===== config.mk =====
export PLATFORM = sky130hd
export DESIGN_NAME = tlb
export DESIGN_NICKNAME = d
export VERILOG_FILES = /design/src/source/mmu_pkg.sv /design/src/source/tlb.sv
export SDC_FILE = /design/constraint.sdc
export NUM_CORES = 1
export LEC_CHECK = 0
export ABC_AREA = 1
export ABC_CLOCK_PERIOD_IN_PS = 8000
export BUFFER_PORTS_ARGS = -buffer_cell sky130_fd_sc_hd__buf_4
export CAP_MARGIN = 10
export CORE_ASPECT_RATIO = 1.5
export CORE_MARGIN = 4
export CORE_UTILIZATION = 35
export DETAILED_ROUTE_END_ITERATION = 6
export GPL_TIMING_DRIVEN = 0
export SYNTH_ARGS = -nofsm -noshare
export SYNTH_HDL_FRONTEND = slang
export SYNTH_SLANG_ARGS = --single-unit
export TNS_END_PERCENT = 10

===== constraint.sdc =====
create_clock -name clk -period 8 [get_ports clk]
set_input_delay 1.6 -clock clk [delete_from_list [all_inputs] [get_ports clk]]
set_output_delay 1.6 -clock clk [all_outputs]
set_load 0.02 [all_outputs]

===== src/source/mmu_pkg.sv =====
package mmu_pkg;

	// ==============================
	// Field widths
	// ==============================

	// Word address into the shared table memory
	localparam int MEM_AW = 12;
	// One index field selects a word inside one table
	localparam int TABLE_IDX_W = 10;
	// Table number sits above the index in a memory address
	localparam int TABLE_NUM_W = MEM_AW - TABLE_IDX_W;
	localparam int PAGE_OFS_W = 12;
	// Virtual page number is both table indices together
	localparam int VPN_W = 2 * TABLE_IDX_W;
	localparam int PPN_W = 20;
	localparam int ASID_W = 8;

	// ==============================
	// Addresses and table entries
	// ==============================

	// Level-1 index on top, then level-0 index, then page offset
	typedef struct packed {
		logic [TABLE_IDX_W-1:0] l1_idx;
		logic [TABLE_IDX_W-1:0] l0_idx;
		logic [PAGE_OFS_W-1:0]  offset;
	} vaddr_t;

	typedef struct packed {
		logic [PPN_W-1:0]      ppn;
		logic [PAGE_OFS_W-1:0] offset;
	} paddr_t;

	typedef logic [ASID_W-1:0] asid_t;

	// One 32-bit table word
	// At level 1 the low ppn bits name the next table
	typedef struct packed {
		logic             v;
		logic [PPN_W-1:0] ppn;
		logic [10:0]      spare;
	} pte_t;

	// ==============================
	// Memory and lookup transfers
	// ==============================

	typedef enum logic {
		MEM_READ  = 1'b0,
		MEM_WRITE = 1'b1
	} mem_op_e;

	typedef struct packed {
		mem_op_e           op;
		logic [MEM_AW-1:0] addr;
		logic [31:0]       wdata;
	} mem_req_t;

	typedef struct packed {
		vaddr_t vaddr;
		asid_t  asid;
	} xlate_req_t;

	// Paddr reads as zero on a fault
	typedef struct packed {
		logic   fault;
		paddr_t paddr;
	} xlate_resp_t;

	// Refill entry from the walker, full vpn
	// The TLB keeps only the bits above its own index
	typedef struct packed {
		logic             valid;
		asid_t            asid;
		logic [VPN_W-1:0] vpn;
		logic [PPN_W-1:0] ppn;
	} tlb_entry_t;

	typedef enum logic [2:0] {
		W_IDLE,
		W_L1_REQ,
		W_L1_WAIT,
		W_L0_REQ,
		W_L0_WAIT,
		W_DONE
	} walk_state_e;

endpackage


===== src/source/tlb.sv =====
module tlb
	import mmu_pkg::*;
#(
	parameter int TLB_ENTRIES = 16
) (
	input  logic        clk,
	input  logic        rst,
	// Lookup port
	input  logic        xlate_req_i,
	input  xlate_req_t  xlate_i,
	output logic        xlate_ack_o,
	output xlate_resp_t resp_o,
	input  logic        flush_i,
	// Miss hand-off to the walker
	output logic        walk_req_o,
	output xlate_req_t  walk_o,
	input  logic        walk_ack_i,
	input  xlate_resp_t walk_resp_i,
	// Refill
	input  logic        tlb_wr_i,
	input  tlb_entry_t  tlb_wr_entry_i
);

	localparam int IDX_W = $clog2(TLB_ENTRIES);
	localparam int TAG_W = VPN_W - IDX_W;

	typedef enum logic [2:0] {T_IDLE, T_LOOKUP, T_WALK, T_WALK_REL, T_RESP} tlb_state_e;

	tlb_state_e             state_q;
	logic [TLB_ENTRIES-1:0] valid_q;
	logic                   ack_q;
	logic                   walk_req_q;
	xlate_resp_t            resp_q;
	xlate_req_t             walk_q;

	// Entry arrays, indexed by the low vpn bits
	logic [TAG_W-1:0] tag_mem  [TLB_ENTRIES];
	asid_t            asid_mem [TLB_ENTRIES];
	logic [PPN_W-1:0] ppn_mem  [TLB_ENTRIES];

	// Registered read of the indexed entry
	logic             rd_valid_q;
	logic [TAG_W-1:0] rd_tag_q;
	asid_t            rd_asid_q;
	logic [PPN_W-1:0] rd_ppn_q;

	logic [VPN_W-1:0] req_vpn;
	logic [IDX_W-1:0] req_idx;
	logic [IDX_W-1:0] wr_idx;
	logic             hit;

	assign req_vpn = {xlate_i.vaddr.l1_idx, xlate_i.vaddr.l0_idx};
	assign req_idx = req_vpn[IDX_W-1:0];
	assign wr_idx  = tlb_wr_entry_i.vpn[IDX_W-1:0];
	// Tag and ASID must both match
	assign hit = rd_valid_q && (rd_tag_q == req_vpn[VPN_W-1:IDX_W]) && (rd_asid_q == xlate_i.asid);

	assign xlate_ack_o = ack_q;
	assign resp_o      = resp_q;
	assign walk_req_o  = walk_req_q;
	assign walk_o      = walk_q;

	// Refill write and tag read, every cycle
	always_ff @(posedge clk) begin
		if (tlb_wr_i) begin
			tag_mem[wr_idx]  <= tlb_wr_entry_i.vpn[VPN_W-1:IDX_W];
			asid_mem[wr_idx] <= tlb_wr_entry_i.asid;
			ppn_mem[wr_idx]  <= tlb_wr_entry_i.ppn;
		end
		rd_valid_q <= valid_q[req_idx];
		rd_tag_q   <= tag_mem[req_idx];
		rd_asid_q  <= asid_mem[req_idx];
		rd_ppn_q   <= ppn_mem[req_idx];
	end

	// ==============================
	// Lookup and miss sequencing
	// ==============================

	always_ff @(posedge clk or posedge rst) begin
		if (rst) begin
			state_q    <= T_IDLE;
			valid_q    <= '0;
			ack_q      <= 1'b0;
			walk_req_q <= 1'b0;
		end else begin
			if (tlb_wr_i)
				valid_q[wr_idx] <= tlb_wr_entry_i.valid;
			case (state_q)
				T_IDLE: begin
					// Flush wins over a lookup starting on the same edge
					if (flush_i)
						valid_q <= '0;
					else if (xlate_req_i)
						state_q <= T_LOOKUP;
				end
				T_LOOKUP: begin
					if (hit) begin
						ack_q   <= 1'b1;
						state_q <= T_RESP;
					end else begin
						walk_req_q <= 1'b1;
						state_q    <= T_WALK;
					end
				end
				T_WALK: begin
					if (walk_ack_i) begin
						walk_req_q <= 1'b0;
						state_q    <= T_WALK_REL;
					end
				end
				// Walker drops its ack before the requester sees ours
				T_WALK_REL: begin
					if (!walk_ack_i) begin
						ack_q   <= 1'b1;
						state_q <= T_RESP;
					end
				end
				T_RESP: begin
					if (!xlate_req_i) begin
						ack_q   <= 1'b0;
						state_q <= T_IDLE;
					end
				end
				default: state_q <= T_IDLE;
			endcase
		end
	end

	// Response and hand-off payload
	always_ff @(posedge clk) begin
		if (state_q == T_LOOKUP) begin
			resp_q.fault <= 1'b0;
			resp_q.paddr <= {rd_ppn_q, xlate_i.vaddr.offset};
			walk_q       <= xlate_i;
		end else if (state_q == T_WALK && walk_ack_i) begin
			resp_q <= walk_resp_i;
		end
	end

	// Each ack answers a request that was still up one edge before
	a_ack_after_req: assert property (@(posedge clk) disable iff (rst)
		xlate_ack_o |-> $past(xlate_req_i));

	// Flush pulses only land between lookups
	a_flush_idle: assert property (@(posedge clk) disable iff (rst)
		flush_i |-> (state_q == T_IDLE));

endmodule


==> impl_metrics.py <==
metrics = {
    "clocking": {
        "numClockSinks": 843,
        "htree_levels": 3,
        "postCtsSetupRepairBufs": 0,
        "clock_latency_ps": 690,
        "cts_tree": "built",
        "cts-root-buf": "clkbuf_16",
        "cts_hold_buf": 0,
        "cts_resized": 0,
        "clk_path_buf_depth": 3,
        "path_clk_slew_ps": 70,
        "cts-buffers-inserted": 81,
    },
    "final_layout": {
        "fin_cells": 3993,
        "layout_commonest_cell": "edfxtp_1",
        "final_cell_mix": "edfxtp_1, inv_1, buf_4",
        "fin_nets": 2790,
        "fillers": 8492,
        "fin_area_um2": 39800,
        "fin_util_pct": 42.3,
        "syn2layout_area_growth_pct": 20.0,
        "drive_above_1_share_pct": 15.3,
    },
    "routing": {
        "firstDrtPassIters": 6,
        "drt_wl_total_mm": 104,
        "drc": 0,
        "num_vias": 21100,
        "first_iter_violations": 2198,
        "via_per_inst": 5.27,
        "ant_nets": 0,
        "wl_per_cell_um": 25.9,
    },
    "worst_setup_path": {
        "cp.required_ps": 8370,
        "worstSetupStartpointType": "register",
        "reg2reg_slack_ps": 4460,
        "endpoint_kind": "register",
        "critical_path_arrival_ps": 3910,
        "cp_max_fo": 10,
        "critical_path_class": "reg2reg",
    },
    "die": {
        "dieArea_um2": 99700,
        "die_w_um": 259,
        "start_util_pct": 35.2,
        "row_count": 138,
        "die-height_um": 385,
        "io_pins": 203,
        "core_area_um2": 94100,
    },
    "yosys": {
        "synth_edf_count": 776,
        "ys_seq_area_share_pct": 74.7,
        "synthArstFlopShare_pct": 2.49,
        "synth_top_family_by_area": "compound AO/OA/AOI/OAI gates",
        "synth_xor_area_share_pct": 0.132,
        "synthCells": 2349,
        "ys_ff_latch": 843,
        "synth_cell_types": 29,
        "synth_nets": 2477,
        "synth_compound_area_share_pct": 10.7,
        "synth.avg_cell_area_um2": 14.1,
        "yosys_warnings": 0,
        "synthMuxAreaShare_pct": 5.41,
        "synth_area_um2": 33100,
        "yosys.area_share.simple_pct": 4.08,
        "synthAdderAreaFrac_pct": 0,
        "synth_ff_type": "edfxtp_1",
    },
    "power": {
        "power.density_nw_per_um2": 266,
        "pwr-share-clk_pct": 38.4,
        "peakVddDrop_uv": 144,
        "p_int_mw": 7.85,
        "combPwrFrac_pct": 12.4,
        "seqPwrFrac_pct": 49.2,
        "p_leak_nw": 14.5,
        "p_sw_mw": 2.71,
        "swShare_pct": 25.7,
    },
    "timing": {
        "hold_viol_final": 0,
        "drv_slew": 0,
        "tightest_slew_ps": 1370,
        "finalSetupViolations": 0,
        "finClkSkew_ps": 22.5,
        "rsz0062_at_grt": "false",
        "final.min_clock_period_ps": 3540,
        "period_share_pct": 44.2,
        "fmax_mhz": 283,
        "slew_headroom_pct": 8.62,
        "tns_ps": 0,
    },
    "global_routing": {
        "grt_pass1_wl_mm": 145,
        "grt_max_degree": 50,
        "grt_pass1_vias": 21200,
        "grt_usage_pct": 20.2,
        "antenna_found_initial": 7,
        "overflow": 0,
    },
    "place": {
        "gp_congestion": 0.879,
        "io_buffers": 202,
        "placed_cells_incl_taps": 3839,
        "placed_area_um2": 37000,
        "dp_hpwl_mm": 67.9,
    },
    "run": {
        "max-cap-violations": 0,
    },
    "min_path": {
        "min_path_type": "reg2reg",
    },
    "outcome": {
        "status": "finished, final reports clean",
    },
}
[power groups by stage]
stage / clock, mW / combinational [mW] / sequential, mW
floorplan: 0 / 0.489 / 5.43
global placement: 0 / 1.24 / 5.30
detailed placement: 0 / 1.32 / 5.29
CTS: 4.11 / 1.32 / 5.20
global route: 4.28 / 1.40 / 5.22
finish: 4.05 / 1.31 / 5.20
[final timing paths]
check | startpoint | endpoint | cells after the start
worst min-delay path | resp_o[32] | resp_o[32] | 2
worst max register to register | state_q[2] | resp_o[23] | 8
max in group asynchronous | rst | valid_q[2] | 2
min in group asynchronous | rst | state_q[0] | 2
worst min register to register | resp_o[32] | resp_o[32] | 2
worst max-delay path | state_q[2] | resp_o[23] | 8
[cell usage after synthesis, types with 4 or more instances]
master / instances / share of area, %
edfxtp_1: 776 / 70
inv_1: 232 / 2.6
nand2_1: 201 / 2.3
a21oi_1: 185 / 2.8
o211ai_1: 180 / 4.1
o21ai_0: 180 / 2.7
mux2i_1: 179 / 5.4
clkbuf_1: 75 / 0.85
o21ai_1: 69 / 1.0
nor2_1: 61 / 0.69
nand3_1: 55 / 0.83
dfxtp_1: 46 / 2.8
dfrtp_1: 21 / 1.6
buf_6: 19 / 0.65
buf_1: 17 / 0.19
nor3_1: 15 / 0.23
buf_4: 8 / 0.18
buf_2: 7 / 0.11
clkbuf_4: 5 / 0.11
buf_8: 4 / 0.18
xnor2_1: 4 / 0.11
[flip-flops by register name, summed over array words and instances (netlist names)]
register / cells
asid_mem: 128
ppn_mem: 320
rd_asid_q: 8
rd_ppn_q: 20
rd_tag_q: 16
rd_valid_q: 1
resp_o: 33
state_q: 3
tag_mem: 256
valid_q: 16
walk_o: 40
walk_req_o: 1
xlate_ack_o: 1
[worst max-delay path, cell delays in order, from the launching register on]
cell and delay, ps:
dfrtp_1 410, inv_1 80, nand2_1 70, nor2_1 1020, inv_1 400, clkbuf_1 470, buf_16 290, nand2_1 220
nand2_1 230
[layout make-up]
| type | instances | area, µm² | area share, % |
|---|---|---|---|
| tap | 1260 | 1580 | 3.96 |
| timing repair buffer | 230 | 2160 | 5.43 |
| sequential | 843 | 24700 | 62.2 |
| antenna | 3 | 7.51 | 0.0189 |
| multi-input combinational | 1135 | 6830 | 17.2 |
| clock buffer | 105 | 2160 | 5.42 |
| buffer | 136 | 776 | 1.95 |
| inverter | 235 | 890 | 2.24 |
| clock inverter | 46 | 629 | 1.58 |
[logic make-up after synthesis]
group / after synthesis
and+or+nand+nor: 335
buffers and inverters: 371
AOI/OAI and AO/OA: 616
muxes: 179
xor gates and xnor gates: 5
DFF: 843
[per-layer routing]
layer	share of wire [%]	track usage, %
met5	0.026	0
met4	4.7	9.56
met3	7.9	4.17
met2	50	35.4
met1	37	23.6
[through the flow]
step | setup WS (ps) | power [mW] | hold slack (ps)
after floorplan | 3730 | 5.92 | 478
after global placement | 933 | 6.54 | 451
after detailed placement | 3830 | 6.61 | 461
after CTS | 4530 | 10.6 | 472
after global routing | 4400 | 10.9 | 501
final | 4460 | 10.6 | 465
Note: power is estimated with default switching activity, not from simulation.
