<file path="config.mk">
export PLATFORM = sky130hd
export DESIGN_NAME = mem_arbiter
export DESIGN_NICKNAME = d
export VERILOG_FILES = /design/src/source/mmu_pkg.sv /design/src/source/mem_arbiter.sv
export SDC_FILE = /design/constraint.sdc
export NUM_CORES = 1
export LEC_CHECK = 0
export ABC_CLOCK_PERIOD_IN_PS = 5200
export BUFFER_PORTS_ARGS = -buffer_cell sky130_fd_sc_hd__buf_2
export CAP_MARGIN = 20
export CORE_AREA = 2 2 93 95
export DETAILED_ROUTE_END_ITERATION = 8
export DIE_AREA = 0 0 95 97
export PLACE_DENSITY_LB_ADDON = 0.25
export SLEW_MARGIN = 20
export SYNTH_ARGS = -nofsm -noshare
export SYNTH_HDL_FRONTEND = slang
export SYNTH_SLANG_ARGS = --single-unit
export TNS_END_PERCENT = 50
</file>
<file path="constraint.sdc">
create_clock -name clk -period 5.2 [get_ports clk]
set_clock_uncertainty 0.05 [all_clocks]
set_input_delay 0.52 -clock clk [delete_from_list [all_inputs] [get_ports clk]]
set_output_delay 0.52 -clock clk [all_outputs]
set_load 0.05 [all_outputs]
</file>
<file path="src/source/mmu_pkg.sv">
package mmu_pkg;

	// ==============================
	// Field widths
	// ==============================

	// Word address into the shared table memory
	localparam int MEM_AW = 12;
	// One index field selects a word inside one table
	localparam int TABLE_IDX_W = 10;
	// Table number sits above the index in a memory address
	localparam int TABLE_NUM_W = MEM_AW - TABLE_IDX_W;
	localparam int PAGE_OFS_W = 12;
	// Virtual page number is both table indices together
	localparam int VPN_W = 2 * TABLE_IDX_W;
	localparam int PPN_W = 20;
	localparam int ASID_W = 8;

	// ==============================
	// Addresses and table entries
	// ==============================

	// Level-1 index on top, then level-0 index, then page offset
	typedef struct packed {
		logic [TABLE_IDX_W-1:0] l1_idx;
		logic [TABLE_IDX_W-1:0] l0_idx;
		logic [PAGE_OFS_W-1:0]  offset;
	} vaddr_t;

	typedef struct packed {
		logic [PPN_W-1:0]      ppn;
		logic [PAGE_OFS_W-1:0] offset;
	} paddr_t;

	typedef logic [ASID_W-1:0] asid_t;

	// One 32-bit table word
	// At level 1 the low ppn bits name the next table
	typedef struct packed {
		logic             v;
		logic [PPN_W-1:0] ppn;
		logic [10:0]      spare;
	} pte_t;

	// ==============================
	// Memory and lookup transfers
	// ==============================

	typedef enum logic {
		MEM_READ  = 1'b0,
		MEM_WRITE = 1'b1
	} mem_op_e;

	typedef struct packed {
		mem_op_e           op;
		logic [MEM_AW-1:0] addr;
		logic [31:0]       wdata;
	} mem_req_t;

	typedef struct packed {
		vaddr_t vaddr;
		asid_t  asid;
	} xlate_req_t;

	// Paddr reads as zero on a fault
	typedef struct packed {
		logic   fault;
		paddr_t paddr;
	} xlate_resp_t;

	// Refill entry from the walker, full vpn
	// The TLB keeps only the bits above its own index
	typedef struct packed {
		logic             valid;
		asid_t            asid;
		logic [VPN_W-1:0] vpn;
		logic [PPN_W-1:0] ppn;
	} tlb_entry_t;

	typedef enum logic [2:0] {
		W_IDLE,
		W_L1_REQ,
		W_L1_WAIT,
		W_L0_REQ,
		W_L0_WAIT,
		W_DONE
	} walk_state_e;

endpackage

</file>
<file path="src/source/mem_arbiter.sv">
module mem_arbiter
	import mmu_pkg::*;
(
	input  logic        clk,
	input  logic        rst,
	// Host peer
	input  logic        host_req_i,
	input  mem_req_t    host_i,
	output logic        host_ack_o,
	output logic [31:0] host_rdata_o,
	// Walker peer
	input  logic        walk_req_i,
	input  mem_req_t    walk_i,
	output logic        walk_ack_o,
	output logic [31:0] walk_rdata_o,
	// Memory side
	output logic        mem_en_o,
	output mem_req_t    mem_o,
	input  logic [31:0] mem_rdata_i
);

	typedef enum logic [1:0] {A_IDLE, A_MEM, A_ACK} arb_state_e;

	arb_state_e state_q;
	// Bit 0 host, bit 1 walker
	logic [1:0] grant_q;
	logic [1:0] ack_q;
	logic [1:0] req;
	// Set when the walker won last
	logic       last_q;
	logic       mem_en_q;
	mem_req_t   mem_q;
	logic       pick_walk;

	assign req = {walk_req_i, host_req_i};
	// Walker wins alone, or on a tie after a host turn
	assign pick_walk = walk_req_i && (!host_req_i || !last_q);

	assign mem_en_o   = mem_en_q;
	assign mem_o      = mem_q;
	assign host_ack_o = ack_q[0];
	assign walk_ack_o = ack_q[1];
	// Memory output holds until the next enable, which waits for the release
	assign host_rdata_o = mem_rdata_i;
	assign walk_rdata_o = mem_rdata_i;

	always_ff @(posedge clk or posedge rst) begin
		if (rst) begin
			state_q  <= A_IDLE;
			grant_q  <= 2'b00;
			ack_q    <= 2'b00;
			last_q   <= 1'b0;
			mem_en_q <= 1'b0;
		end else begin
			case (state_q)
				// Grant and issue on one edge
				A_IDLE: begin
					if (|req) begin
						grant_q  <= pick_walk ? 2'b10 : 2'b01;
						last_q   <= pick_walk;
						mem_en_q <= 1'b1;
						state_q  <= A_MEM;
					end
				end
				// Memory cycle, data registered on this edge
				A_MEM: begin
					mem_en_q <= 1'b0;
					ack_q    <= grant_q;
					state_q  <= A_ACK;
				end
				// Hold until the winner lets go
				A_ACK: begin
					if (!(|(req & grant_q))) begin
						ack_q   <= 2'b00;
						grant_q <= 2'b00;
						state_q <= A_IDLE;
					end
				end
				default: state_q <= A_IDLE;
			endcase
		end
	end

	// Winner's request goes out with the grant
	always_ff @(posedge clk) begin
		if (state_q == A_IDLE)
			mem_q <= pick_walk ? walk_i : host_i;
	end

	a_one_ack: assert property (@(posedge clk) disable iff (rst)
		!(host_ack_o && walk_ack_o));

endmodule

</file>
==> run_results.csv, run 1 <==
group,metric,value,unit
detailed_routing,firstDrtPassIters,4,
setup_path,cp-end-kind,"flop",
floorplan,fp.dieH,97,um
synthesis,yosysTopAreaCellShare,47.2,%
finish,final_common_cell,"buf_2",
synthesis,yosysSeqAreaShare,54.2,%
power,p_leak,1.51,nW
global_routing,grt_overflow,0,
global_routing,grt_max_degree,35,
timing,hold_violations,0,
placement,hpwl,5020,um
run_status,status,"finished, final reports clean",
clock_tree,cts_sinks,53,
finish,fin_util,40.3,%
detailed_routing,drc,0,
placement,portBuffers,141,
synthesis,avgSynthCellArea,15.1,um^2
setup_path,critPathArrivalTime,2.29,ns
setup_path,start_kind,"flop",
power,p_sw_share,47.3,%
clock_tree,cts_max_level,2,
power,netSwitchingPower,0.916,mW
clock_tree,clock-root-buffer,"clkbuf_8",
placement,place_area,3200,um^2
global_routing,grt_pass1_wl,8680,um
clock_tree,cts.clk_slew.worst_paths,0.09,ns
floorplan,io_pins,238,
timing,fin_tns_setup,0,ns
synthesis,yosysTopAreaCell,"edfxtp_1",
global_routing,track_usage,12.6,%
power,cellInternalPower,1.02,mW
timing,post-route-min-period,2.15,ns
finish,area_delta_synth_final,14.6,%
clock_tree,clockBufferDepth,2,
power,power_density,591,nW/um^2
synthesis,ys_warn_count,0,
setup_path,worstRegToRegCells,4,
clock_tree,postCtsHoldBufs,0,
finish,drive_gt1_share,72.2,%
synthesis,ys_ff_latch,53,
synthesis,synth_cells,190,
timing,timing.final.crit_share,41.4,%
timing,fmax,465,MHz
floorplan,die_area,9220,um^2
timing,rsz0062_at_grt,"false",
synthesis,synth_area_leaders,"edfxtp_1 47%, buf_4 17%, mux2_4 15%",
floorplan,initial_core_util,35.2,%
setup_path,crit_required,5.34,ns
worst_hold_path,hp-class,"in2async",
setup_path,path_max_fanout,34,
clock_tree,clock_latency,0.29,ns
finish,diodes,0,
clock_tree,cts_buffers,5,
timing,whs,0.103,ns
power,comb_power_share,50.4,%
global_routing,grt_antenna_before_repair,0,
finish,fin_area,3280,um^2
detailed_routing,drtIter0Drc,24,
detailed_routing,vias_per_cell,4.37,
timing,tightest_slew,0.640,ns
detailed_routing,drt-total-wl,6170,um
timing,relSlewSlack,57.2,%
clock_tree,cts-resized-gates,0,
power,peakVddDrop,0.168,mV
clock_tree,cts_setup_buffers,0,
timing,setup_viol,0,
global_routing,grt_pass1_vias,1647,
floorplan,die_w,95,um
finish,final_cell_mix,"141 x buf_2, 45 x edfxtp_1, 28 x mux2_4",
finish,nets,398,
detailed_routing,dr_total_vias,1650,
setup_path,r2r_slack,3.05,ns
floorplan,coreArea,8130,um^2
synthesis,syn-num-nets,316,
floorplan,rows,33,
detailed_routing,final_antenna_net_count,0,
setup_path,worst-setup-path-type,"reg2reg",
power,power,1.94,mW
clock_tree,tritoncts,"yes",
power,seq_power_share,38.5,%
placement,place_congestion,0.682,
synthesis,syn_area,2860,um^2
run,cap_violations,0,
timing,drv_slew,0,
synthesis,ys_types,21,
power,power_frac_clock,11.2,%
detailed_routing,wl_per_cell,16.3,um
==> worst max-delay path: stages (launching register included) <==
cell	delay [ns]
dfrtp_1	0.43
nor2_4	0.43
buf_4	0.46
o21ai_0	0.33
a32o_1	0.33
==> state kept, by name, indices dropped and copies added, names as in the netlist <==
name / count
ack_q: 2
state_q: 2
mem_en_o: 1
mem_o: 45
last_q: 1
grant_q: 2
==> per-stage QoR <==
step / instances / setup slack (ns)
after detailed placement: 370 / 2.83
final: 378 / 3.05
after global routing: 378 / 2.86
after floorplan: 190 / 1.63
after global placement: 369 / 2.40
after CTS: 378 / 2.98
==> layout make-up <==
cell class	count	area (um^2)
clock buffers	5	68.8
repair buffers	144	748
inverters	2	7.51
fillers	799	4860
multi-input cells	66	758
well taps	105	131
flip-flops and latches	53	1550
clock inverters	3	12.5
==> worst paths after layout <==
| check | from | end |
|---|---|---|
| worst max-delay path | state_q[1]$_DFFE_PP0P_ | grant_q[1]$_DFFE_PP0P_ |
| worst min-delay path | rst | mem_en_o$_DFFE_PP0P_ |
| worst max register to register | state_q[1]$_DFFE_PP0P_ | grant_q[1]$_DFFE_PP0P_ |
| worst min register to register | mem_en_o$_DFFE_PP0P_ | mem_en_o$_DFFE_PP0P_ |
| max in group asynchronous | rst | grant_q[0]$_DFFE_PP0P_ |
| min in group clk | mem_en_o$_DFFE_PP0P_ | mem_en_o$_DFFE_PP0P_ |
==> metal layers <==
metal	vias up	GRT usage (%)	wire, um
met5	-	0	0
met4	0	4.24	73
met3	6	4.28	777
met2	136	25.3	3360
met1	737	11.0	1960
li1	771	-	-
==> cell usage after synthesis <==
cell type / number
edfxtp_1: 45
nand2b_1: 3
a31oi_1: 1
a32o_1: 1
o22ai_1: 1
buf_6: 1
nor2b_1: 1
dfrtp_1: 8
buf_12: 3
inv_1: 2
buf_4: 65
nor2_1: 4
mux2_4: 28
mux2i_1: 2
o21ai_0: 2
a21oi_1: 1
mux2_2: 17
a21boi_2: 1
nand2_1: 2
o31ai_1: 1
a22oi_1: 1
==> power groups by stage <==
| stage | clock network (mW) | logic [mW] | registers [mW] |
|---|---|---|---|
| final | 0.216 | 0.976 | 0.745 |
| after CTS | 0.229 | 0.993 | 0.748 |
| after detailed placement | 0 | 0.991 | 0.757 |
| after global routing | 0.243 | 1.03 | 0.765 |
| after floorplan | 0 | 0.374 | 1.28 |
| after global placement | 0 | 0.979 | 0.757 |
==> cells by family (layout without fill, tap and decap cells) <==
group           count (synthesis)  after routing  synth area share (%)
compound gates                  9              9                  2.23
buf+inv                        71            154                  19.8
mux                            47             47                  22.1
simple gates                   10             10                  1.66
flops                          53             53                  54.2
(Power assumes the default switching activity.)
==> run 2, diff against run 1 <==
--- a/config.mk
+++ b/config.mk
@@ -5,12 +5,12 @@
 export SDC_FILE = /design/constraint.sdc
 export NUM_CORES = 1
 export LEC_CHECK = 0
-export ABC_CLOCK_PERIOD_IN_PS = 5200
+export ABC_CLOCK_PERIOD_IN_PS = 2200
 export BUFFER_PORTS_ARGS = -buffer_cell sky130_fd_sc_hd__buf_2
 export CAP_MARGIN = 20
-export CORE_AREA = 2 2 93 95
+export CORE_AREA = 2 2 92 94
 export DETAILED_ROUTE_END_ITERATION = 8
-export DIE_AREA = 0 0 95 97
+export DIE_AREA = 0 0 94 96
 export PLACE_DENSITY_LB_ADDON = 0.25
 export SLEW_MARGIN = 20
 export SYNTH_ARGS = -nofsm -noshare
==> constraint.sdc (replaced) <==
create_clock -name clk -period 2.2 [get_ports clk]
set_clock_uncertainty 0.05 [all_clocks]
set_input_delay 0.22 -clock clk [delete_from_list [all_inputs] [get_ports clk]]
set_output_delay 0.22 -clock clk [all_outputs]
set_load 0.05 [all_outputs]
==> run_results.csv, run 2 (synthesized netlist as in run 1, its figures left out) <==
group,metric,value,unit
finish,regArea,1550,um^2
timing,relSlewSlack,68.2,%
finish,diodes,0,
global_routing,grt_pass1_wl,8160,um
run,cap_violations,0,
global_routing,grt_overflow,0,
floorplan,fp.dieH,96,um
detailed_routing,firstDrtPassIters,4,
clock_tree,clockBufferDepth,2,
setup_path,path_max_fanout,34,
global_routing,grt_pass1_vias,1600,
finish,nets,400,
detailed_routing,vias_per_cell,4.44,
finish,final_cell_mix,"141 x buf_2, 45 x edfxtp_1, 28 x mux2_4",
global_routing,grt_antenna_before_repair,0,
global_routing,grt_max_degree,35,
timing,drv_slew,0,
run_status,status,"finished, final reports clean",
setup_path,critPathArrivalTime,1.56,ns
detailed_routing,final_antenna_net_count,0,
worst_hold_path,hp-class,"in2reg",
clock_tree,cts_sinks,53,
power,power_density,1400,nW/um^2
clock_tree,cts_max_level,2,
finish,multi_input_area,758,um^2
setup_path,crit_required,2.20,ns
floorplan,die_area,9020,um^2
global_routing,track_usage,12.2,%
timing,hold_violations,0,
timing,post-route-min-period,1.56,ns
finish,fin_util,40.9,%
detailed_routing,drc,0,
power,peakVddDrop,0.629,mV
detailed_routing,drt-total-wl,5980,um
setup_path,cp-end-kind,"flop",
timing,tightest_slew,0.472,ns
detailed_routing,drtIter0Drc,24,
finish,drive_gt1_share,72.4,%
detailed_routing,dr_total_vias,1689,
clock_tree,tritoncts,"yes",
placement,place_congestion,0.749,
timing,fin_tns_setup,0,ns
finish,final_common_cell,"buf_2",
floorplan,die_w,94,um
clock_tree,clock_latency,0.30,ns
placement,hpwl,4720,um
power,p_leak,1.51,nW
setup_path,worst-setup-path-type,"reg2reg",
timing,fmax,641,MHz
clock_tree,clock-root-buffer,"clkbuf_8",
timing,timing.final.crit_share,70.9,%
floorplan,initial_core_util,35.5,%
clock_tree,cts_buffers,5,
timing,rsz0062_at_grt,"false",
clock_tree,cts_setup_buffers,0,
floorplan,rows,33,
finish,fillCellCount,801,
finish,area_delta_synth_final,15.1,%
setup_path,start_kind,"flop",
floorplan,coreArea,8050,um^2
detailed_routing,wl_per_cell,15.7,um
finish,largest_reg_flops,45,
timing,setup_viol,0,
clock_tree,cts.clk_slew.worst_paths,0.09,ns
floorplan,io_pins,238,
placement,portBuffers,141,
[run 2: cell types whose count changed in the layout (fill, tap and decap cells not counted)]
| cell | previous run | this run |
|---|---|---|
| clkinvlp_4 | 0 | 2 |
| clkinv_1 | 2 | 0 |
| clkbuf_1 | 0 | 1 |
| buf_16 | 1 | 0 |
| dlygate4sd3_1 | 0 | 1 |
| buf_12 | 0 | 1 |
| clkinv_2 | 1 | 0 |
| buf_4 | 2 | 3 |
[run 2: worst paths after layout]
check | from | to | slack, ns | depth (start not counted)
max in group asynchronous | rst | grant_q[1]$_DFFE_PP0P_ | 1.50 | 3
hold / removal | host_req_i | last_q$_DFFE_PP0P_ | 0.15 | 2
setup reg to reg | last_q$_DFFE_PP0P_ | mem_o[6]$_DFFE_PN_ | 0.64 | 3
min in group asynchronous | rst | ack_q[0]$_DFFE_PP0P_ | 0.37 | 3
hold reg to reg | mem_en_o$_DFFE_PP0P_ | mem_en_o$_DFFE_PP0P_ | 0.45 | 2
setup / recovery | last_q$_DFFE_PP0P_ | mem_o[6]$_DFFE_PN_ | 0.64 | 3
[run 2: critical path: stages, from the launching register on]
cell and delay, ns:
dfrtp_1 0.43, a21boi_4 0.20, buf_12 0.27, mux2_2 0.37
[run 2: area by class of cell]
class                      count  area share [%]
timing repair buffer         146            23.0
multi-input combinational     66            23.0
sequential                    53            47.1
tap                          105            3.99
inverter                       2           0.228
clock buffer                   6            2.20
clock inverter                 2           0.456
[run 2: routing by layer]
layer  share of wire (%)  vias to the layer above  track usage (%)
li1                    -                      776                -
met2                  52                      140             22.2
met4                 1.5                        0             4.11
met3                  13                       14             5.72
met1                  34                      759             12.3
met5                   0                        -                0
[run 2: through the flow]
stage               setup slack (ns)  hold WS [ns]  instance area (um^2)  total power [mW]  cells
floorplan                      0.197       -0.0143                  2870              3.91    190
global placement               0.658         0.125                  3200              4.12    371
global route                   0.600         0.140                  3290              4.86    380
finish                         0.640         0.145                  3290              4.61    380
CTS                            0.630         0.136                  3290              4.69    380
detailed placement             0.634         0.123                  3200              4.13    371
[run 2: repair_timing]
item | CTS | global route
resized for setup | 0 | 0
hold buffers | 1 | 0
endpoints found under the hold margin | 8 | 0
[run 2: where the power goes]
group          switching, mW  internal [mW]
sequential             0.132           1.63
clock                  0.317          0.225
combinational           1.73          0.579
