$ cat src/source/mmu_pkg.sv
package mmu_pkg;

	// ==============================
	// Field widths
	// ==============================

	// Word address into the shared table memory
	localparam int MEM_AW = 12;
	// One index field selects a word inside one table
	localparam int TABLE_IDX_W = 10;
	// Table number sits above the index in a memory address
	localparam int TABLE_NUM_W = MEM_AW - TABLE_IDX_W;
	localparam int PAGE_OFS_W = 12;
	// Virtual page number is both table indices together
	localparam int VPN_W = 2 * TABLE_IDX_W;
	localparam int PPN_W = 20;
	localparam int ASID_W = 8;

	// ==============================
	// Addresses and table entries
	// ==============================

	// Level-1 index on top, then level-0 index, then page offset
	typedef struct packed {
		logic [TABLE_IDX_W-1:0] l1_idx;
		logic [TABLE_IDX_W-1:0] l0_idx;
		logic [PAGE_OFS_W-1:0]  offset;
	} vaddr_t;

	typedef struct packed {
		logic [PPN_W-1:0]      ppn;
		logic [PAGE_OFS_W-1:0] offset;
	} paddr_t;

	typedef logic [ASID_W-1:0] asid_t;

	// One 32-bit table word
	// At level 1 the low ppn bits name the next table
	typedef struct packed {
		logic             v;
		logic [PPN_W-1:0] ppn;
		logic [10:0]      spare;
	} pte_t;

	// ==============================
	// Memory and lookup transfers
	// ==============================

	typedef enum logic {
		MEM_READ  = 1'b0,
		MEM_WRITE = 1'b1
	} mem_op_e;

	typedef struct packed {
		mem_op_e           op;
		logic [MEM_AW-1:0] addr;
		logic [31:0]       wdata;
	} mem_req_t;

	typedef struct packed {
		vaddr_t vaddr;
		asid_t  asid;
	} xlate_req_t;

	// Paddr reads as zero on a fault
	typedef struct packed {
		logic   fault;
		paddr_t paddr;
	} xlate_resp_t;

	// Refill entry from the walker, full vpn
	// The TLB keeps only the bits above its own index
	typedef struct packed {
		logic             valid;
		asid_t            asid;
		logic [VPN_W-1:0] vpn;
		logic [PPN_W-1:0] ppn;
	} tlb_entry_t;

	typedef enum logic [2:0] {
		W_IDLE,
		W_L1_REQ,
		W_L1_WAIT,
		W_L0_REQ,
		W_L0_WAIT,
		W_DONE
	} walk_state_e;

endpackage

$ cat src/source/ptable_walker.sv
module ptable_walker
	import mmu_pkg::*;
(
	input  logic                   clk,
	input  logic                   rst,
	input  logic [TABLE_NUM_W-1:0] ptbr_i,
	// Walk port from the TLB
	input  logic                   walk_req_i,
	input  xlate_req_t             walk_i,
	output logic                   walk_ack_o,
	output xlate_resp_t            walk_resp_o,
	// Memory peer on the arbiter
	output logic                   mem_req_o,
	output mem_req_t               mem_o,
	input  logic                   mem_ack_i,
	input  logic [31:0]            mem_rdata_i,
	// TLB refill
	output logic                   tlb_wr_o,
	output tlb_entry_t             tlb_wr_entry_o
);

	walk_state_e       state_q;
	logic              mem_req_q;
	logic              ack_q;
	logic              tlb_wr_q;
	xlate_req_t        xreq_q;
	pte_t              pte_q;
	logic [MEM_AW-1:0] addr_q;
	xlate_resp_t       resp_q;

	// Walker only ever reads tables
	assign mem_o       = '{op: MEM_READ, addr: addr_q, wdata: 32'd0};
	assign mem_req_o   = mem_req_q;
	assign walk_ack_o  = ack_q;
	assign walk_resp_o = resp_q;
	assign tlb_wr_o    = tlb_wr_q;

	// Refill entry from the held request and the level-0 word
	assign tlb_wr_entry_o = '{
		valid: pte_q.v,
		asid:  xreq_q.asid,
		vpn:   {xreq_q.vaddr.l1_idx, xreq_q.vaddr.l0_idx},
		ppn:   pte_q.ppn
	};

	// ==============================
	// Walk state machine
	// ==============================

	always_ff @(posedge clk or posedge rst) begin
		if (rst) begin
			state_q   <= W_IDLE;
			mem_req_q <= 1'b0;
			ack_q     <= 1'b0;
			tlb_wr_q  <= 1'b0;
		end else begin
			// Refill strobe is a single cycle
			tlb_wr_q <= 1'b0;
			case (state_q)
				W_IDLE: begin
					if (walk_req_i) begin
						mem_req_q <= 1'b1;
						state_q   <= W_L1_REQ;
					end
				end
				W_L1_REQ: begin
					if (mem_ack_i) begin
						mem_req_q <= 1'b0;
						state_q   <= W_L1_WAIT;
					end
				end
				// Level-1 word held, wait for the arbiter release
				W_L1_WAIT: begin
					if (!mem_ack_i) begin
						if (pte_q.v) begin
							mem_req_q <= 1'b1;
							state_q   <= W_L0_REQ;
						end else begin
							ack_q   <= 1'b1;
							state_q <= W_DONE;
						end
					end
				end
				W_L0_REQ: begin
					if (mem_ack_i) begin
						mem_req_q <= 1'b0;
						state_q   <= W_L0_WAIT;
					end
				end
				// Refill lands on the same edge the TLB sees the ack
				W_L0_WAIT: begin
					if (!mem_ack_i) begin
						tlb_wr_q <= pte_q.v;
						ack_q    <= 1'b1;
						state_q  <= W_DONE;
					end
				end
				W_DONE: begin
					if (!walk_req_i) begin
						ack_q   <= 1'b0;
						state_q <= W_IDLE;
					end
				end
				default: state_q <= W_IDLE;
			endcase
		end
	end

	// Address, entry and response payload
	always_ff @(posedge clk) begin
		case (state_q)
			W_IDLE: begin
				xreq_q <= walk_i;
				// Level-1 word sits in the base table
				addr_q <= {ptbr_i, walk_i.vaddr.l1_idx};
			end
			W_L1_REQ, W_L0_REQ: begin
				if (mem_ack_i)
					pte_q <= pte_t'(mem_rdata_i);
			end
			W_L1_WAIT: begin
				// Next table named by the low ppn bits
				addr_q       <= {pte_q.ppn[TABLE_NUM_W-1:0], xreq_q.vaddr.l0_idx};
				resp_q.fault <= !pte_q.v;
				resp_q.paddr <= '0;
			end
			W_L0_WAIT: begin
				resp_q.fault <= !pte_q.v;
				resp_q.paddr <= pte_q.v ? {pte_q.ppn, xreq_q.vaddr.offset} : '0;
			end
			default: ;
		endcase
	end

	// Request held steady until the arbiter answers
	a_mem_stable: assert property (@(posedge clk) disable iff (rst)
		(mem_req_o && !mem_ack_i) |=> $stable(mem_o));

endmodule

$ cat config.mk
export PLATFORM = sky130hd
export DESIGN_NAME = ptable_walker
export DESIGN_NICKNAME = d
export VERILOG_FILES = /design/src/source/mmu_pkg.sv /design/src/source/ptable_walker.sv
export SDC_FILE = /design/constraint.sdc
export NUM_CORES = 1
export LEC_CHECK = 0
export BUFFER_PORTS_ARGS = -buffer_cell sky130_fd_sc_hd__buf_2
export CAP_MARGIN = 40
export CORE_MARGIN = 2
export CORE_UTILIZATION = 32
export CTS_CLUSTER_SIZE = 16
export DETAILED_ROUTE_END_ITERATION = 12
export SETUP_SLACK_MARGIN = 0.2
export SLEW_MARGIN = 20
export SYNTH_ARGS = -nofsm -noshare
export SYNTH_HDL_FRONTEND = slang
export SYNTH_SLANG_ARGS = --single-unit
$ cat constraint.sdc
create_clock -name clk -period 3.85 [get_ports clk]
set_input_delay 0 -clock clk [delete_from_list [all_inputs] [get_ports clk]]
set_output_delay 0 -clock clk [all_outputs]
set_load 0.005 [all_outputs]
==> impl_metrics.ini, run 1 <==
[worst_setup_path]
path_delay_family = simple AND/OR/NAND/NOR gates
cp_slowest_cell = dfrtp_1
crit_chain = nand2b_4 > nor2_4 > mux2_2
crit_arrival_ns = 2.04
critPathMaxStageDelay_ns = 0.56
crit_type = reg -> reg
start_kind = register
end_kind = register
critPathMaxFanout = 12
critical_path_buf_inv_count = 0
crit_required_ns = 3.94

[synthesis]
synth_seq_cells = 112
ys_seq_area_share_pct = 74.27
yosysWarnings = 0
synth_top_area_share_pct = 70.92
yosysTopAreaCell = edfxtp_1
syn_area_per_cell_um2 = 16.94
synth_cells = 265
synth_compound_area_share_pct = 1.868
synth_top_family_by_area = buffers and inverters
yosys.area_share.adder_pct = 0
synth_cell_types = 28
mappedNetlistArea_um2 = 4488
synthSimpleGateAreaFrac_pct = 7.444
ys_top_cells_by_area = edfxtp_1 (71%), buf_4 (10%), and2_1 (4.5%)
synth-xor-area-share_pct = 0
muxShareOfSynthArea_pct = 4.070

[clock_network]
clock_sinks = 112
cts.path.max_buffers = 2
h-tree-depth = 3
cts_hold_buf = 66
cts_made_buffers = 9
cts-root-buf = clkbuf_16
clk_latency_ns = 0.34
post_cts_buffers = 0
cts.clk_slew.worst_paths_ns = 0.07
cts.repair.resized = 0
cts_tree = yes

[power_and_ir_drop]
vdd_ir_drop_max_mv = 0.3250
power.share.clock_pct = 23.4
p_int_w = 0.002957
switching_share_pct = 28.06
p_seq_share_pct = 50.6
leakage_nw = 2.559
powerDensity_nw_per_um2 = 665.5
power_frac_comb_pct = 26.0
p_sw_w = 0.001154

[final_layout]
multi_input_area_um2 = 749.5
drive_gt1_share_pct = 41.84
n_antenna_cell = 0
post-route-util_pct = 44.85
area_growth_pct = 37.64
nets = 551
fillers = 1269
regArea_um2 = 3333
fin_cells = 658

[global_route]
grt_pass1_wl_mm = 12.95
grt-ovfl-total = 0
grt_max_degree = 41
grt_pass1_vias = 2565
track_usage_pct = 11.83
antenna_found_initial = 0

[routing]
drt-initial-drc-count = 117
postRouteAntennaNets = 0
wl_per_cell_um = 13.65
vias = 2627
viasPerCell = 3.992
drt_wl_total_mm = 8.982
dr.pass1.iters = 4
drc_errors = 0

[placed_design]
dp.cells = 576
hpwl_mm = 6.220
globalplace.congestion = 0.7841
portBuffers = 163
pre_cts_ws_ns = 1.896

[floorplanning]
core_area_um2 = 13770
row_count = 43
dieArea_um2 = 14990
die_width_um = 122.4
die_y_um = 122.4
pin_count = 208
initial_core_util_pct = 32.59

[run]
cap_violations = 0

[timing]
final-setup-viol-count = 0
maxSlewHeadroom_pct = 60.56
fin_crit_ns = 1.948
tightest_slew_ns = 0.5897
setup_tns_ns = 0
report.final.slew_viol_count = 0
setup_ws_ns = 1.902
hold_violations = 0
post-route-period-util_pct = 50.58
rsz0062_at_grt = false
fmax_ghz = 0.5135
clock_skew_ns = 0.007003
holdWs_ns = 0.1199

[hold_path]
holdCritPathClass = in -> async

[outcome]
status = completed
==> state kept, by name (all words and copies together), names as in the netlist <==
| register | count |
|---|---|
| state_q | 3 |
| tlb_wr_entry_o | 49 |
| addr_q | 12 |
| walk_ack_o | 1 |
| tlb_wr_o | 1 |
| xreq_q | 12 |
| walk_resp_o | 33 |
| mem_req_o | 1 |
==> per-stage QoR <==
step                instance area [µm²]  power (W)
floorplan                          4613   0.002754
global placement                   5157   0.003076
detailed placement                 5211   0.003153
CTS                                6177   0.004178
global route                       6177   0.004340
finish                             6177   0.004111
==> power groups by stage <==
stage	Combinational [W]	Clock [W]	Sequential [W]
floorplan	0.000657	0	0.00210
global placement	0.000976	0	0.00210
detailed placement	0.00104	0	0.00211
CTS	0.00109	0.000996	0.00209
global route	0.00118	0.00103	0.00213
finish	0.00107	0.000963	0.00208
==> cells by family (layout without fill, tap and decap cells) <==
family / Yosys count / after routing
buffers and inverters: 74 / 255
and+or+nand+nor: 52 / 52
DFF: 112 / 112
muxes: 13 / 13
AOI/OAI and AO/OA: 13 / 13
other: 1 / 33
==> Yosys cell counts (all sizes together) <==
| library cell | number |
|---|---|
| nor3 | 3 |
| nor2 | 5 |
| or2 | 1 |
| edfxtp | 106 |
| nand3 | 1 |
| a21oi | 3 |
| a21boi | 1 |
| and2 | 32 |
| o22ai | 1 |
| nand2b | 2 |
| dfrtp | 6 |
| a221o | 1 |
| nand2 | 3 |
| o21ai | 4 |
| mux2 | 12 |
| nor4 | 2 |
| conb | 1 |
| buf | 69 |
| o21a | 1 |
| nor2b | 3 |
| inv | 5 |
| o221ai | 2 |
| mux2i | 1 |
==> tightest hold or removal path, stage by stage <==
cell           delay [ns]
dlygate4sd3_1        0.53
buf_2                0.12
inv_1                0.20
==> layer usage <==
layer / vias up / track usage (%) / routed length, µm
met5: - / 0 / 0
met1: 1252 / 13.62 / 3638
met4: 0 / 6.753 / 235
li1: 1266 / - / -
met3: 17 / 2.974 / 454
met2: 92 / 20.03 / 4653
==> final cells by class <==
cell class / count / share of cell area [%]
repair buffers: 234 / 25.02
clock inverters: 4 / 1.114
well taps: 180 / 3.646
clock buffers: 12 / 3.828
flip-flops and latches: 112 / 53.96
inverters: 5 / 0.3038
multi-input cells: 111 / 12.13
==> worst paths after layout <==
path                                        startpoint                            end  slack (ns)  cells past startpoint
min in group clk                       mem_rdata_i[20]    tlb_wr_entry_o[9]$_DFFE_PP_        0.36                      2
worst min register to register    xreq_q[18]$_DFFE_PN_  walk_resp_o[10]$_SDFFCE_PN0P_        0.52                      1
max in group asynchronous                          rst         state_q[1]$_DFFE_PP0P_        3.52                      3
worst min-delay path                               rst         walk_ack_o$_DFFE_PP0P_        0.12                      3
worst max-delay path            state_q[2]$_DFFE_PP0P_           addr_q[11]$_DFFE_PP_        1.90                      3
worst max register to register  state_q[2]$_DFFE_PP0P_           addr_q[11]$_DFFE_PP_        1.90                      3
==> placed cells by master (no fill, tap or decap), drive strengths merged, types with 4 or more instances in the layout <==
cell,count
and2,32
buf,168
clkbuf,12
conb,33
dfrtp,6
dlygate4sd3,66
edfxtp,106
inv,5
mux2,12
nor2,5
o21ai,4
Note: power is estimated with default switching activity, not from simulation.
==> inputs of run 2 (changes only) <==
==> constraint.sdc (replaced) <==
create_clock -name clk -period 1.98 [get_ports clk]
set_input_delay 0 -clock clk [delete_from_list [all_inputs] [get_ports clk]]
set_output_delay 0 -clock clk [all_outputs]
set_load 0.005 [all_outputs]
==> impl_metrics.ini, run 2 (synthesis results as in run 1) <==
[outcome]
status = completed

[global_route]
track_usage_pct = 11.72
grt_pass1_vias = 2553
grt_pass1_wl_mm = 12.83
grt-ovfl-total = 0
antenna_found_initial = 0
grt_max_degree = 41

[timing]
clock_skew_ns = 0.009536
report.final.slew_viol_count = 0
rsz0062_at_grt = false
fin_crit_ns = 1.507
final-setup-viol-count = 0
setup_ws_ns = 0.4728
fmax_ghz = 0.6635
post-route-period-util_pct = 76.12
hold_violations = 0

[worst_setup_path]
r2r_slack_ns = 0.47
crit_chain = nor2_4 > buf_12 > mux2_2
path_delay_family = flip-flops
critPathMaxFanout = 12
start_kind = register
cp_num_cells = 3
crit_type = reg -> reg
timing.rr.start = state_q[0]$_DFFE_PP0P_
r2r_end = addr_q[0]$_DFFE_PP_
reg2reg_depth = 3
cp_slowest_cell = dfrtp_2
critPathMaxStageDelay_ns = 0.53
crit_required_ns = 2.09
crit_arrival_ns = 1.61
end_kind = register
critical_path_buf_inv_count = 1

[power_and_ir_drop]
vdd_ir_drop_max_mv = 0.6823
power.total_w = 0.008096
leakage_nw = 2.578
powerDensity_nw_per_um2 = 1300

[placed_design]
globalplace.congestion = 0.7920
pre_cts_ws_ns = 0.4646
hpwl_mm = 6.125
portBuffers = 163

[final_layout]
post-route-util_pct = 45.23
nets = 554
n_antenna_cell = 0
drive_gt1_share_pct = 43.24
multi_input_area_um2 = 749.5
fillers = 1264
regArea_um2 = 3334
final_common_cell = buf_2
area_growth_pct = 38.81
layout_common_cells = buf_2 (163), edfxtp_1 (106), dlygate4sd3_1 (66)
largest_reg_flops = 49

[routing]
postRouteAntennaNets = 0
viasPerCell = 4.020
dr.pass1.iters = 4
drc_errors = 0
drt_wl_total_mm = 9.001
wl_per_cell_um = 13.62
vias = 2657
drt-initial-drc-count = 142

[clock_network]
cts_made_buffers = 9
post_cts_buffers = 0
cts_tree = yes
clk_latency_ns = 0.35
cts.path.max_buffers = 2
clock_sinks = 112
cts.clk_slew.worst_paths_ns = 0.07
cts-root-buf = clkbuf_16
h-tree-depth = 3

[floorplanning]
initial_core_util_pct = 32.59
row_count = 43
pin_count = 208
die_y_um = 122.4
core_area_um2 = 13770
dieArea_um2 = 14990
die_width_um = 122.4

[hold_path]
holdCritPathClass = in -> async

[run]
cap_violations = 0
## run 2: changes by cell type in the layout (fill, tap and decap cells not counted), sizes merged
cell / delta
clkbuf: -3
inv: +2
bufinv: -1
buf: +3
clkinvlp: +2
## run 2: final cells by class
class / count / area share, %
clock buffers: 9 / 3.615
inverters: 5 / 0.3013
well taps: 180 / 3.615
multi-input cells: 111 / 12.03
clock inverters: 7 / 1.446
repair buffers: 237 / 25.47
flip-flops and latches: 112 / 53.52
## run 2: worst max-delay path by stage
stage,slack (ns),startpoint,endpoint
after floorplan,-0.03,state_q[0]$_DFFE_PP0P_,tlb_wr_entry_o[20]$_DFFE_PN_
after global placement,0.47,state_q[0]$_DFFE_PP0P_,addr_q[0]$_DFFE_PP_
after detailed placement,0.46,state_q[0]$_DFFE_PP0P_,addr_q[0]$_DFFE_PP_
after CTS,0.45,state_q[0]$_DFFE_PP0P_,addr_q[0]$_DFFE_PP_
after global routing,0.37,state_q[0]$_DFFE_PP0P_,tlb_wr_entry_o[7]$_DFFE_PP_
final,0.47,state_q[0]$_DFFE_PP0P_,addr_q[0]$_DFFE_PP_
## run 2: stage by stage
stage          hold WS, ns  std cells  setup TNS [ns]  area (µm²)
6_report            0.1157        661               0        6230
5_1_grt             0.1121        661               0        6230
4_1_cts            0.09518        661               0        6230
3_5_place_dp      -0.06356        579               0        5254
3_3_place_gp      -0.07137        579               0        5254
2_1_floorplan      -0.2091        297          -1.156        4638
## run 2: metal layers
| layer | vias to the layer above | GRT usage (%) | share of wire (%) |
|---|---|---|---|
| met5 | - | 0 | 0 |
| met4 | 0 | 5.101 | 1.8 |
| met3 | 11 | 3.950 | 5.8 |
| met2 | 88 | 19.76 | 52 |
| met1 | 1291 | 13.57 | 41 |
| li1 | 1267 | - | - |
## run 2: where the power goes
group          total (W)  switching, W  leakage (nW)  internal, W
logic            0.00224       0.00121          1.35      0.00103
clock network    0.00187      0.000865         0.147      0.00101
registers        0.00399      0.000290          1.08      0.00370
total            0.00810       0.00236          2.58      0.00574
## run 2: timing repair
action                                  CTS  global route
hold buffers                             66             0
hold endpoints to repair                 83             0
gates resized for setup                   0             0
endpoints found under the setup margin    0             0
## run 2: worst register-to-register path, delay by kind of cell, from the launching register on
kind,cells,cell delay [ns]
AND/OR/NAND/NOR,1,0.22
flip-flops,1,0.53
buffers and inverters,1,0.17
multiplexers,1,0.34
